===== src/hdl/pwr_seq_defs.svh =====
/*
 * Build limits for the rail power sequencer, all counted in clk_in cycles.
 * SEQ_TIMER_WIDTH must hold the largest of the three limits.
 * Rail 0 gets the longer timeout because an ATX supply is slow to report good.
 */
`ifndef PWR_SEQ_DEFS_SVH
`define PWR_SEQ_DEFS_SVH

// Number of sequenced rails
`define SEQ_RAIL_COUNT 9

// Hold time after a rail's power-good before the next rail starts
`define SEQ_DWELL_CYCLES 16

// Power-good wait for an ordinary rail
`define SEQ_PG_TIMEOUT_CYCLES 64

// Power-good wait for rail 0
`define SEQ_FIRST_TIMEOUT_CYCLES 256

// Enough bits for SEQ_FIRST_TIMEOUT_CYCLES
`define SEQ_TIMER_WIDTH 9

`endif


===== src/hdl/pwr_seq_pkg.sv =====
/*
 * Types shared by the rail power sequencer.
 * Bit 0 of a rail vector is the first rail up and the last one down.
 */
`include "pwr_seq_defs.svh"

package pwr_seq_pkg;

	// One bit per rail
	typedef logic [`SEQ_RAIL_COUNT-1:0] rail_vec_t;

	// Index of the rail being sequenced
	typedef logic [$clog2(`SEQ_RAIL_COUNT)-1:0] rail_idx_t;

	// Sequencer states
	typedef enum logic [2:0] {
		IDLE,
		ENABLE,
		DWELL,
		ON,
		SHUTDOWN,
		FAULT
	} seq_state_t;

	// Host visible status, fault is the OR of the two error bits
	typedef struct packed {
		logic sysen;
		logic sysgood;
		logic wait_err;
		logic operation_err;
		logic fault;
	} seq_status_t;

endpackage


===== src/hdl/pg_input_sync.sv =====
/*
 * Two-flop synchronizers for the power-good vector and system enable.
 * Each power-good bit is synchronized on its own, so bits that change together
 * may land a cycle apart. host_clear pulses once per sysen_s falling edge.
 */
`timescale 1ns/1ps

module pg_input_sync import pwr_seq_pkg::*; (
	input  logic      clk_in,
	input  logic      rst_n,
	input  rail_vec_t pg,
	input  logic      sysen,
	output rail_vec_t pg_s,
	output logic      sysen_s,
	output logic      host_clear
);

	rail_vec_t pg_meta;
	logic      sysen_meta;
	logic      sysen_d;

	always_ff @(posedge clk_in or negedge rst_n) begin
		if (!rst_n) begin
			pg_meta    <= '0;
			pg_s       <= '0;
			sysen_meta <= 1'b0;
			sysen_s    <= 1'b0;
			sysen_d    <= 1'b0;
		end else begin
			pg_meta    <= pg;
			pg_s       <= pg_meta;
			sysen_meta <= sysen;
			sysen_s    <= sysen_meta;
			// Extra stage only feeds the edge detector
			sysen_d    <= sysen_s;
		end
	end

	// High for the first cycle in which sysen_s reads low
	assign host_clear = sysen_d & ~sysen_s;

endmodule


===== src/hdl/pwr_seq_top.sv =====
/*
 * Rail power sequencer top level running directly on clk_in.
 * pg and sysen may be asynchronous, clear_err must be a one-cycle strobe.
 * Mapping rails to board pins is left to the instantiating design.
 */
`timescale 1ns/1ps

module pwr_seq_top import pwr_seq_pkg::*; (
	input  logic        clk_in,
	input  logic        rst_n,
	input  logic        sysen,
	input  rail_vec_t   pg,
	input  logic        clear_err,
	output rail_vec_t   en,
	output logic        sysgood,
	output seq_status_t status,
	output rail_vec_t   fail_detail
);

	rail_vec_t pg_s;
	rail_vec_t rails_up;
	rail_idx_t rail_cur;
	logic      sysen_s;
	logic      host_clear;
	logic      timer_start;
	logic      timer_dwell;
	logic      timer_expired;
	logic      wait_timeout;
	logic      fault;

	pg_input_sync pg_input_sync_inst (
		.clk_in     (clk_in),
		.rst_n      (rst_n),
		.pg         (pg),
		.sysen      (sysen),
		.pg_s       (pg_s),
		.sysen_s    (sysen_s),
		.host_clear (host_clear)
	);

	rail_timer rail_timer_inst (
		.clk_in        (clk_in),
		.rst_n         (rst_n),
		.timer_start   (timer_start),
		.timer_dwell   (timer_dwell),
		.rail_cur      (rail_cur),
		.timer_expired (timer_expired)
	);

	seq_fsm seq_fsm_inst (
		.clk_in        (clk_in),
		.rst_n         (rst_n),
		.pg_s          (pg_s),
		.sysen_s       (sysen_s),
		.fault         (fault),
		.timer_expired (timer_expired),
		.timer_start   (timer_start),
		.timer_dwell   (timer_dwell),
		.rail_cur      (rail_cur),
		.wait_timeout  (wait_timeout),
		.en            (en),
		.rails_up      (rails_up),
		.sysgood       (sysgood)
	);

	// sysgood also feeds the status word
	rail_fault_log rail_fault_log_inst (
		.clk_in       (clk_in),
		.rst_n        (rst_n),
		.pg_s         (pg_s),
		.en           (en),
		.rails_up     (rails_up),
		.sysen_s      (sysen_s),
		.sysgood      (sysgood),
		.wait_timeout (wait_timeout),
		.clear_err    (clear_err),
		.host_clear   (host_clear),
		.fault        (fault),
		.status       (status),
		.fail_detail  (fail_detail)
	);

endmodule


===== src/hdl/rail_fault_log.sv =====
/*
 * Latches wait and operation errors and the per-rail fault detail.
 * fail_detail is en XOR pg_s taken as the first error is seen.
 * clear_err or a sysen falling edge wipes errors and detail together.
 */
`timescale 1ns/1ps

module rail_fault_log import pwr_seq_pkg::*; (
	input  logic        clk_in,
	input  logic        rst_n,
	input  rail_vec_t   pg_s,
	input  rail_vec_t   en,
	input  rail_vec_t   rails_up,
	input  logic        sysen_s,
	input  logic        sysgood,
	input  logic        wait_timeout,
	input  logic        clear_err,
	input  logic        host_clear,
	output logic        fault,
	output seq_status_t status,
	output rail_vec_t   fail_detail
);

	logic wait_err;
	logic operation_err;
	logic op_detect;
	logic clear;

	// A rail that finished its dwell has lost power-good
	assign op_detect = |(rails_up & ~pg_s);
	assign clear     = clear_err | host_clear;

	always_ff @(posedge clk_in or negedge rst_n) begin
		if (!rst_n) begin
			wait_err      <= 1'b0;
			operation_err <= 1'b0;
			fail_detail   <= '0;
		end else if (clear) begin
			wait_err      <= 1'b0;
			operation_err <= 1'b0;
			fail_detail   <= '0;
		end else begin
			if (wait_timeout) begin
				wait_err <= 1'b1;
			end
			if (op_detect) begin
				operation_err <= 1'b1;
			end
			// Detail only from the first error, lands with fault
			if (!fault && (wait_timeout || op_detect)) begin
				fail_detail <= en ^ pg_s;
			end
		end
	end

	assign fault = wait_err | operation_err;

	assign status.sysen         = sysen_s;
	assign status.sysgood       = sysgood;
	assign status.wait_err      = wait_err;
	assign status.operation_err = operation_err;
	assign status.fault         = fault;

endmodule


===== src/hdl/rail_timer.sv =====
/*
 * Shared down-counter for the dwell and power-good timeout of the current rail.
 * timer_expired pulses exactly the limit in cycles after timer_start, then the
 * counter idles. A start while running reloads it.
 */
`timescale 1ns/1ps
`include "pwr_seq_defs.svh"

module rail_timer import pwr_seq_pkg::*; (
	input  logic      clk_in,
	input  logic      rst_n,
	input  logic      timer_start,
	input  logic      timer_dwell,
	input  rail_idx_t rail_cur,
	output logic      timer_expired
);

	logic [`SEQ_TIMER_WIDTH-1:0] limit;
	logic [`SEQ_TIMER_WIDTH-1:0] count;
	logic                        running;

	// Limit picked by mode and rail
	always_comb begin
		if (timer_dwell) begin
			limit = `SEQ_TIMER_WIDTH'(`SEQ_DWELL_CYCLES);
		end else if (rail_cur == '0) begin
			limit = `SEQ_TIMER_WIDTH'(`SEQ_FIRST_TIMEOUT_CYCLES);
		end else begin
			limit = `SEQ_TIMER_WIDTH'(`SEQ_PG_TIMEOUT_CYCLES);
		end
	end

	always_ff @(posedge clk_in or negedge rst_n) begin
		if (!rst_n) begin
			count         <= '0;
			running       <= 1'b0;
			timer_expired <= 1'b0;
		end else begin
			timer_expired <= 1'b0;
			if (timer_start) begin
				// One cycle is spent here, the pulse lands on count zero
				count   <= limit - 1'b1;
				running <= 1'b1;
			end else if (running) begin
				count <= count - 1'b1;
				if (count == `SEQ_TIMER_WIDTH'(1)) begin
					running       <= 1'b0;
					timer_expired <= 1'b1;
				end
			end
		end
	end

endmodule


===== src/hdl/seq_fsm.sv =====
/*
 * Rail sequencing FSM with one rail in flight at a time.
 * Rails come up in index order and go down in reverse order, and a latched
 * fault drops every enable at once. Shutdown waits on power-good with no timeout.
 */
`timescale 1ns/1ps
`include "pwr_seq_defs.svh"

module seq_fsm import pwr_seq_pkg::*; (
	input  logic      clk_in,
	input  logic      rst_n,
	input  rail_vec_t pg_s,
	input  logic      sysen_s,
	input  logic      fault,
	input  logic      timer_expired,
	output logic      timer_start,
	output logic      timer_dwell,
	output rail_idx_t rail_cur,
	output logic      wait_timeout,
	output rail_vec_t en,
	output rail_vec_t rails_up,
	output logic      sysgood
);

	localparam rail_idx_t last_rail = rail_idx_t'(`SEQ_RAIL_COUNT - 1);

	seq_state_t state;
	rail_idx_t  rail_next;
	rail_idx_t  rail_prev;
	logic       expired;
	logic       go_down;

	// A pulse that meets a fresh start belongs to an older run
	assign expired = timer_expired & ~timer_start;

	assign rail_next = rail_cur + 1'b1;
	assign rail_prev = rail_cur - 1'b1;

	// Power-good missed its window, unless it arrived on the same cycle
	assign wait_timeout = (state == ENABLE) & expired & ~pg_s[rail_cur];

	// Shutdown request from any powered state
	assign go_down = ~sysen_s & ((state == ENABLE) | (state == DWELL) | (state == ON));

	assign sysgood = (state == ON);

	always_ff @(posedge clk_in or negedge rst_n) begin
		if (!rst_n) begin
			state       <= IDLE;
			rail_cur    <= '0;
			en          <= '0;
			rails_up    <= '0;
			timer_start <= 1'b0;
			timer_dwell <= 1'b0;
		end else begin
			timer_start <= 1'b0;
			if (fault && state != FAULT) begin
				// Everything off in one step
				state    <= FAULT;
				en       <= '0;
				rails_up <= '0;
			end else if (go_down) begin
				// rail_cur is always the highest rail enabled
				en[rail_cur]       <= 1'b0;
				rails_up[rail_cur] <= 1'b0;
				state              <= SHUTDOWN;
			end else begin
				case (state)
					IDLE: begin
						if (sysen_s) begin
							rail_cur    <= '0;
							en[0]       <= 1'b1;
							timer_start <= 1'b1;
							timer_dwell <= 1'b0;
							state       <= ENABLE;
						end
					end
					ENABLE: begin
						// On expiry the fault log latches and fault moves us on
						if (pg_s[rail_cur]) begin
							timer_start <= 1'b1;
							timer_dwell <= 1'b1;
							state       <= DWELL;
						end
					end
					DWELL: begin
						if (expired) begin
							rails_up[rail_cur] <= 1'b1;
							if (rail_cur == last_rail) begin
								state <= ON;
							end else begin
								rail_cur      <= rail_next;
								en[rail_next] <= 1'b1;
								timer_start   <= 1'b1;
								timer_dwell   <= 1'b0;
								state         <= ENABLE;
							end
						end
					end
					ON: begin
						// Only a fault or sysen low leaves this state
						state <= ON;
					end
					SHUTDOWN: begin
						if (!pg_s[rail_cur]) begin
							if (rail_cur == '0) begin
								state <= IDLE;
							end else begin
								rail_cur            <= rail_prev;
								en[rail_prev]       <= 1'b0;
								rails_up[rail_prev] <= 1'b0;
							end
						end
					end
					FAULT: begin
						en       <= '0;
						rails_up <= '0;
						if (!fault) begin
							state <= IDLE;
						end
					end
					default: begin
						state <= IDLE;
					end
				endcase
			end
		end
	end

endmodule


===== config.mk =====
export PLATFORM = sky130hd
export DESIGN_NAME = pwr_seq_top
export DESIGN_NICKNAME = d
export VERILOG_FILES = /design/src/hdl/pwr_seq_pkg.sv /design/src/hdl/pg_input_sync.sv /design/src/hdl/pwr_seq_top.sv /design/src/hdl/rail_fault_log.sv /design/src/hdl/rail_timer.sv /design/src/hdl/seq_fsm.sv
export VERILOG_INCLUDE_DIRS = /design/src /design/src/hdl
export SDC_FILE = /design/constraint.sdc
export NUM_CORES = 1
export LEC_CHECK = 0
export BUFFER_PORTS_ARGS = -buffer_cell sky130_fd_sc_hd__buf_4
export CAP_MARGIN = 20
export CORE_MARGIN = 2
export CORE_UTILIZATION = 25
export DETAILED_ROUTE_END_ITERATION = 8
export PLACE_DENSITY = 0.42
export SYNTH_ARGS = -nofsm -noshare
export SYNTH_HDL_FRONTEND = slang
export SYNTH_HIERARCHICAL = 1
export SYNTH_SLANG_ARGS = --single-unit

===== constraint.sdc =====
create_clock -name clk_in -period 3.29 [get_ports clk_in]
set_clock_uncertainty 0.15 [all_clocks]
set_input_delay 0.658 -clock clk_in [delete_from_list [all_inputs] [get_ports clk_in]]
set_output_delay 0.658 -clock clk_in [all_outputs]
set_load 0.05 [all_outputs]

# Word level (Yosys, flattened, before mapping)

Cells that the tools add are included.

Bitwise operators: 25
Equality and inequality tests: 22
Reductions and logical operators: 24
Order comparisons: 6
$mul: 0
Add/subtract/negate cells: 4
Multiplexer cells: 67
Shift-type cells: 0
Divide/modulo/power cells: 0

Operators by type and width:

| operator                                                    | count |
|---|---|
| 2-to-1 mux 9 bit                                            | 17 |
| AND 9 bit                                                   | 5 |
| NOT 9 bit                                                   | 3 |
| case mux 9 bit (3 select lines)                             | 1 |
| 2-to-1 mux 1 bit                                            | 25 |
| 2-to-1 mux 3 bit                                            | 8 |
| case mux 8 bit (3 select lines)                             | 1 |
| 2-to-1 mux 4 bit                                            | 5 |
| inequality test 4 x 2 -> 1 bit (second input constant)      | 5 |
| bitwise OR 9 bit                                            | 2 |
| case mux 3 bit (6 select lines)                             | 1 |
| subtractor 9 x 1 -> 9 bit (second input constant)           | 2 |
| less-than comparator 4 x 5 -> 1 bit (second input constant) | 3 |
| demux 1 bit (select 4 bit)                                  | 3 |
| >= comparator 4 x 1 -> 1 bit (second input constant)        | 3 |
| case mux 4 bit (3 select lines)                             | 1 |
| AND reduction 6 bit                                         | 2 |
| inequality test 2 bit (second input constant)               | 5 |
| == test 9 x 1 -> 1 bit (second input constant)              | 1 |
| OR reduction 9 bit                                          | 1 |
| XOR 9 bit                                                   | 1 |
| inequality test 4 x 3 -> 1 bit (second input constant)      | 2 |
| AND reduction 8 bit                                         | 1 |
| nonzero test 2 bit                                          | 4 |
| other kinds (27)                                            | 46 |

Output and inout bits: 24
RAM bits: 0
Bits in registers: 70
Latch bits: 0
Bits in read-only memories: 0
Memories: 0

# Depth between registers and ports, before layout

Depth after elaboration: 12
Mapped depth: 10
Gate-level depth less buffers: 8

# Cells and area by module

The synthesis kept the hierarchy.

By module, submodules not included:

| module         | instances | cells each | area an instance (um^2) | sequential area each (um^2) |
|---|---|---|---|---|
| seq_fsm        | 1         | 275        | 2253.4                  | 675.6 |
| rail_fault_log | 1         | 90         | 914.6                   | 275.3 |
| rail_timer     | 1         | 57         | 581.8                   | 275.3 |
| pg_input_sync  | 1         | 22         | 539.3                   | 525.5 |

# Worst setup path after synthesis

OpenSTA, ideal clock, no wires.

Path kind: flip-flop to flip-flop
Start: reg seq_fsm_inst.rail_cur[1]
End: reg rail_fault_log_inst.fail_detail[0]
Clock period less this slack: 2.588 ns
Setup slack: 0.702 ns
Buffers on the path: 1
Stages on the path, launching flop included: 8
Arrival time: 2.343 ns
Path through: dfrtp_1 or3b_2 o22ai_2 nor3_1 and3_1 or4_4 buf_6 a311oi_2

Longest elaborated chain between the ends: 7

RTL lines:

| element                                | RTL line             | RTL |
|---|---|---|
| start, declared                        | seq_fsm.sv:18        | `output rail_idx_t rail_cur,` |
| start signal, assigned                 | seq_fsm.sv:92        | `rail_cur <= rail_next;` |
| start signal, assigned                 | seq_fsm.sv:109       | `rail_cur <= rail_prev;` |
| binary-select mux 1 bit (select 4 bit) | seq_fsm.sv:40        | `assign wait_timeout = (state == ENABLE) & expired & ~pg_s[rail_cur];` |
| 2-to-1 mux 1 bit (implied by the code) | seq_fsm.sv:40        |  |
| NOT 1 bit                              | seq_fsm.sv:40        |  |
| AND 1 bit                              | seq_fsm.sv:40        |  |
| named net wait_timeout                 | pwr_seq_top.sv:28    | `logic wait_timeout;` |
| logical OR 1 bit                       | rail_fault_log.sv:50 | `if (!fault && (wait_timeout \|\| op_detect)) begin` |
| logical AND 1 bit                      | rail_fault_log.sv:50 |  |
| nonzero test 2 bit (no source line)    | --                   |  |
| end signal, assigned                   | rail_fault_log.sv:51 | `fail_detail <= en ^ pg_s;` |
| end, declared                          | rail_fault_log.sv:21 | `output rail_vec_t fail_detail` |

The timed path passes the listed nets, and every way through them passes these cells. The select of a mux whose other input is x is not followed.
A chain may end at the register's enable or synchronous reset.

# Worst setup path in the final report

Start: reg seq_fsm_inst.rail_cur[1]
End: reg seq_fsm_inst.rail_cur[2]

Longest elaborated chain between the ends: 4
Elaborated cells between the ends (all ways): 15

RTL lines:

| element                                                                       | RTL line       | RTL |
|---|---|---|
| subtractor 4 x 1 -> 4 bit (tied with other cells)                             | seq_fsm.sv:37  | `assign rail_prev = rail_cur - 1'b1;` |
| 2-to-1 mux 4 bit (tied with other cells)                                      | seq_fsm.sv:106 | `if (rail_cur == '0) begin` |
| 2-to-1 mux 4 bit (tied with other cells)                                      | seq_fsm.sv:105 | `if (!pg_s[rail_cur]) begin` |
| case mux 4 bit (3 select lines) / AND reduction 8 bit (equally long branches) | --             |  |

Parallel ways exist; a longest one is shown, timed or not. The select of a mux whose other input is x is not followed.

==> run_results.csv <==
group,metric,value,unit
route,drt-wirelength-per-cell,18.2,um
critical_path,cpPeakStageDelay,640,ps
clock_tree,cts_tree,"yes",
power_and_ir_drop,peakVddDrop,0.326,mV
timing,tightest_slew,1130,ps
floorplan,die_y,135,um
timing,period_minus_slack,2940,ps
logic_synthesis,synth_nets,463,
logic_synthesis,yosys_warnings,6,
global_routing,grt_pass1_vias,3607,
critical_path,cp.required,3340,ps
timing,hold_violations,0,
floorplan,fp.dieW,135,um
clock_tree,htreeDepth,3,
clock_tree,cts_sinks,70,
power_and_ir_drop,leakage,2.12,nW
power_and_ir_drop,seqPwrFrac,0.263,
floorplan,placementRows,47,
clock_tree,insertion_delay,350,ps
logic_synthesis,yosysUniqueCellTypes,80,
power_and_ir_drop,combPwrFrac,0.531,
logic_synthesis,ys_ff_latch,70,
logic_synthesis,yosysSeqAreaShare,0.408,
power_and_ir_drop,total_power,5.45,mW
logic_synthesis,synth.most_common_cell,"dfrtp_1",
global_routing,grt_util_all_layers,0.146,
hold_path,hold_path_class,"reg -> reg",
timing,slew_viol_final,0,
power_and_ir_drop,power_frac_clock,0.206,
timing,fmax,0.340,GHz
placed_design,place_hpwl,9340,um
clock_tree,cts_root_buffer,"clkbuf_16",
logic_synthesis,yosysTopAreaCell,"dfrtp_1",
route,drt_iter0_drc,231,
critical_path,path_max_fanout,15,
critical_path,slowest_stage,"dfrtp_1",
floorplan,start_util,0.257,
logic_synthesis,postSynthAreaPerCell,9.66,um^2
route,antenna_left,0,
clock_tree,cts_resized,0,
final_layout,drive_above_1_share,0.232,
logic_synthesis,synth_edf_count,0,
timing,fin_crit_sh,0.893,
power_and_ir_drop,internal-power,2.92,mW
route,viasPerCell,5.16,
clock_tree,ctsLongestPathBuffers,2,
floorplan,dieArea,18200,um^2
global_routing,grt_max_degree,71,
power_and_ir_drop,p_per_area,1080,nW/um^2
logic_synthesis,yosys.area_share.simple,0.202,
timing,max-slew-margin-rel,0.245,
placed_design,gp_congestion,0.885,
final_layout,area_growth,18.0,%
logic_synthesis,synthAdderAreaFrac,0.0175,
clock_tree,postCtsSetupBuffers,0,
critical_path,worstSetupPathType,"reg -> reg",
global_routing,grt_overflow,0,
critical_path,crit_chain,"inv_1, ha_1, nand2b_1, nor2_1, o41ai_4, and2_1, a31oi_1",
final_layout,fill_cells,1770,
floorplan,core_area,16700,um^2
route,drtPass1Iterations,4,
critical_path,crit_arrival,2980,ps
logic_synthesis,synthMuxAreaShare,0.0181,
power_and_ir_drop,swShare,0.465,
flow_run,drv_cap,0,
clock_tree,cts_buffers,9,
logic_synthesis,synth_ff_type,"dfrtp_1",
timing,rsz0062_at_grt,"false",
logic_synthesis,synth_top_family_by_area,"compound AO/OA/AOI/OAI gates",
logic_synthesis,yosys.area_share.xor_xnor,0.0265,
route,vias,3586,
clock_tree,clk_transition_reported_paths,60,ps
power_and_ir_drop,power.switching,2.54,mW
final_layout,antenna_cells,0,
critical_path,startpoint_type,"flop",
clock_tree,cts_hold_buf,0,
logic_synthesis,yosys-top-cells-count,"dfrtp_1, nor2_1, a21oi_1",
logic_synthesis,postSynth.asyncResetShare,1.00,
outcome,status,"finished clean",
logic_synthesis,synth_compound_area_frac,0.255,
logic_synthesis,yosys-top-cells-area,"dfrtp_1, nor2_1, a311oi_2, a21oi_1, xnor2_1",
floorplan,io_pins,37,
timing,finalSetupTns,0,ps
route,wl,12600,um
route,drc,0,
critical_path,cp-end-kind,"flop",
global_routing,antenna_found_initial,0,
timing,finalSetupViolations,0,
logic_synthesis,synthCells,444,
timing,whs,197,ps
logic_synthesis,synth_area,4290,um^2
logic_synthesis,synth_top_cell_area_share,0.408,
placed_design,io_buffers,36,
global_routing,grt_pass1_wl,20700,um
final_layout,fin_nets,489,
==> state kept, by name, indices dropped and copies added (netlist names), 3 cells and up <==
signal,count
pg_input_sync_inst/pg_meta,9
pg_input_sync_inst/pg_s,9
rail_fault_log_inst/fail_detail,9
rail_timer_inst/count,9
seq_fsm_inst/en,9
seq_fsm_inst/rails_up,9
seq_fsm_inst/rail_cur,4
seq_fsm_inst/state,3
==> layout make-up <==
type | count | area (um^2) | area share
tap | 220 | 275 | 0.0544
inverter | 22 | 82.6 | 0.0163
sequential | 70 | 1750 | 0.346
clock inverter | 5 | 106 | 0.0210
multi-input combinational | 316 | 2230 | 0.441
clock buffer | 11 | 233 | 0.0460
timing repair buffer | 51 | 383 | 0.0756
==> routing by layer <==
metal  vias up  part of all wire  GRT usage
met5         -                 0          0
met4         0             0.025     0.0631
met3        21             0.037     0.0255
met2        78              0.47      0.227
met1      1776              0.47      0.201
li1       1711                 -          -
==> logic make-up after synthesis <==
family | Yosys count
AND/OR/NAND/NOR | 153
AO/OA/AOI/OAI | 137
flip-flops | 70
buffers and inverters | 58
XOR/XNOR | 13
multiplexers | 7
adder cells (fa/ha/maj) | 6
==> path summary, 6_finish.rpt <==
kind,startpoint,end,slack [ps],depth (start not counted)
worst max-delay path,seq_fsm_inst/rail_cur[1],seq_fsm_inst/rail_cur[2],350,7
worst max register to register,seq_fsm_inst/rail_cur[1],seq_fsm_inst/rail_cur[2],350,7
worst min-delay path,pg_input_sync_inst/pg_meta[0],pg_input_sync_inst/pg_s[0],200,0
min in group asynchronous,rst_n,pg_input_sync_inst/sysen_meta,310,1
max in group asynchronous,rst_n,seq_fsm_inst/rails_up[1],2080,1
worst min register to register,pg_input_sync_inst/pg_meta[0],pg_input_sync_inst/pg_s[0],200,0
==> worst max-delay path: cells and delay by family (launching register included) <==
kind,cells,cell delay (ps)
compound gates,2,730
simple gates,3,670
flops,1,640
fa+ha+maj,1,380
buf+inv,1,200
==> layout by cell type (no fill, tap or decap), types with 8 or more instances in the layout <==
cell type and instances:
nor3_1 9, inv_1 22, nand2_1 24, clkbuf_16 9, dfrtp_1 70, nand3_1 9
nor2_1 39, and3_1 8, nand4_1 10, o21ai_0 15, a21oi_1 25, buf_4 51
o32ai_1 10, nand2b_1 9, xnor2_1 12, a311oi_2 9
==> per-stage QoR <==
stage | setup slack (ps) | std cells | util | area (um^2)
6_report | 352 | 695 | 0.303 | 5060
5_1_grt | 149 | 695 | 0.303 | 5060
4_1_cts | 364 | 695 | 0.303 | 5060
3_5_place_dp | 397 | 679 | 0.283 | 4720
3_3_place_gp | 436 | 679 | 0.283 | 4720
2_1_floorplan | 702 | 444 | - | 4290
==> power by group through the flow <==
stage               logic (mW)  registers, mW  clock network (mW)
CTS                       2.88           1.44                1.16
global placement          2.88           1.44                   0
detailed placement        2.88           1.45                   0
finish                    2.90           1.43                1.12
global route              3.14           1.49                1.19
floorplan                 2.01           1.55                   0
Power figures use the tool's default switching activity.
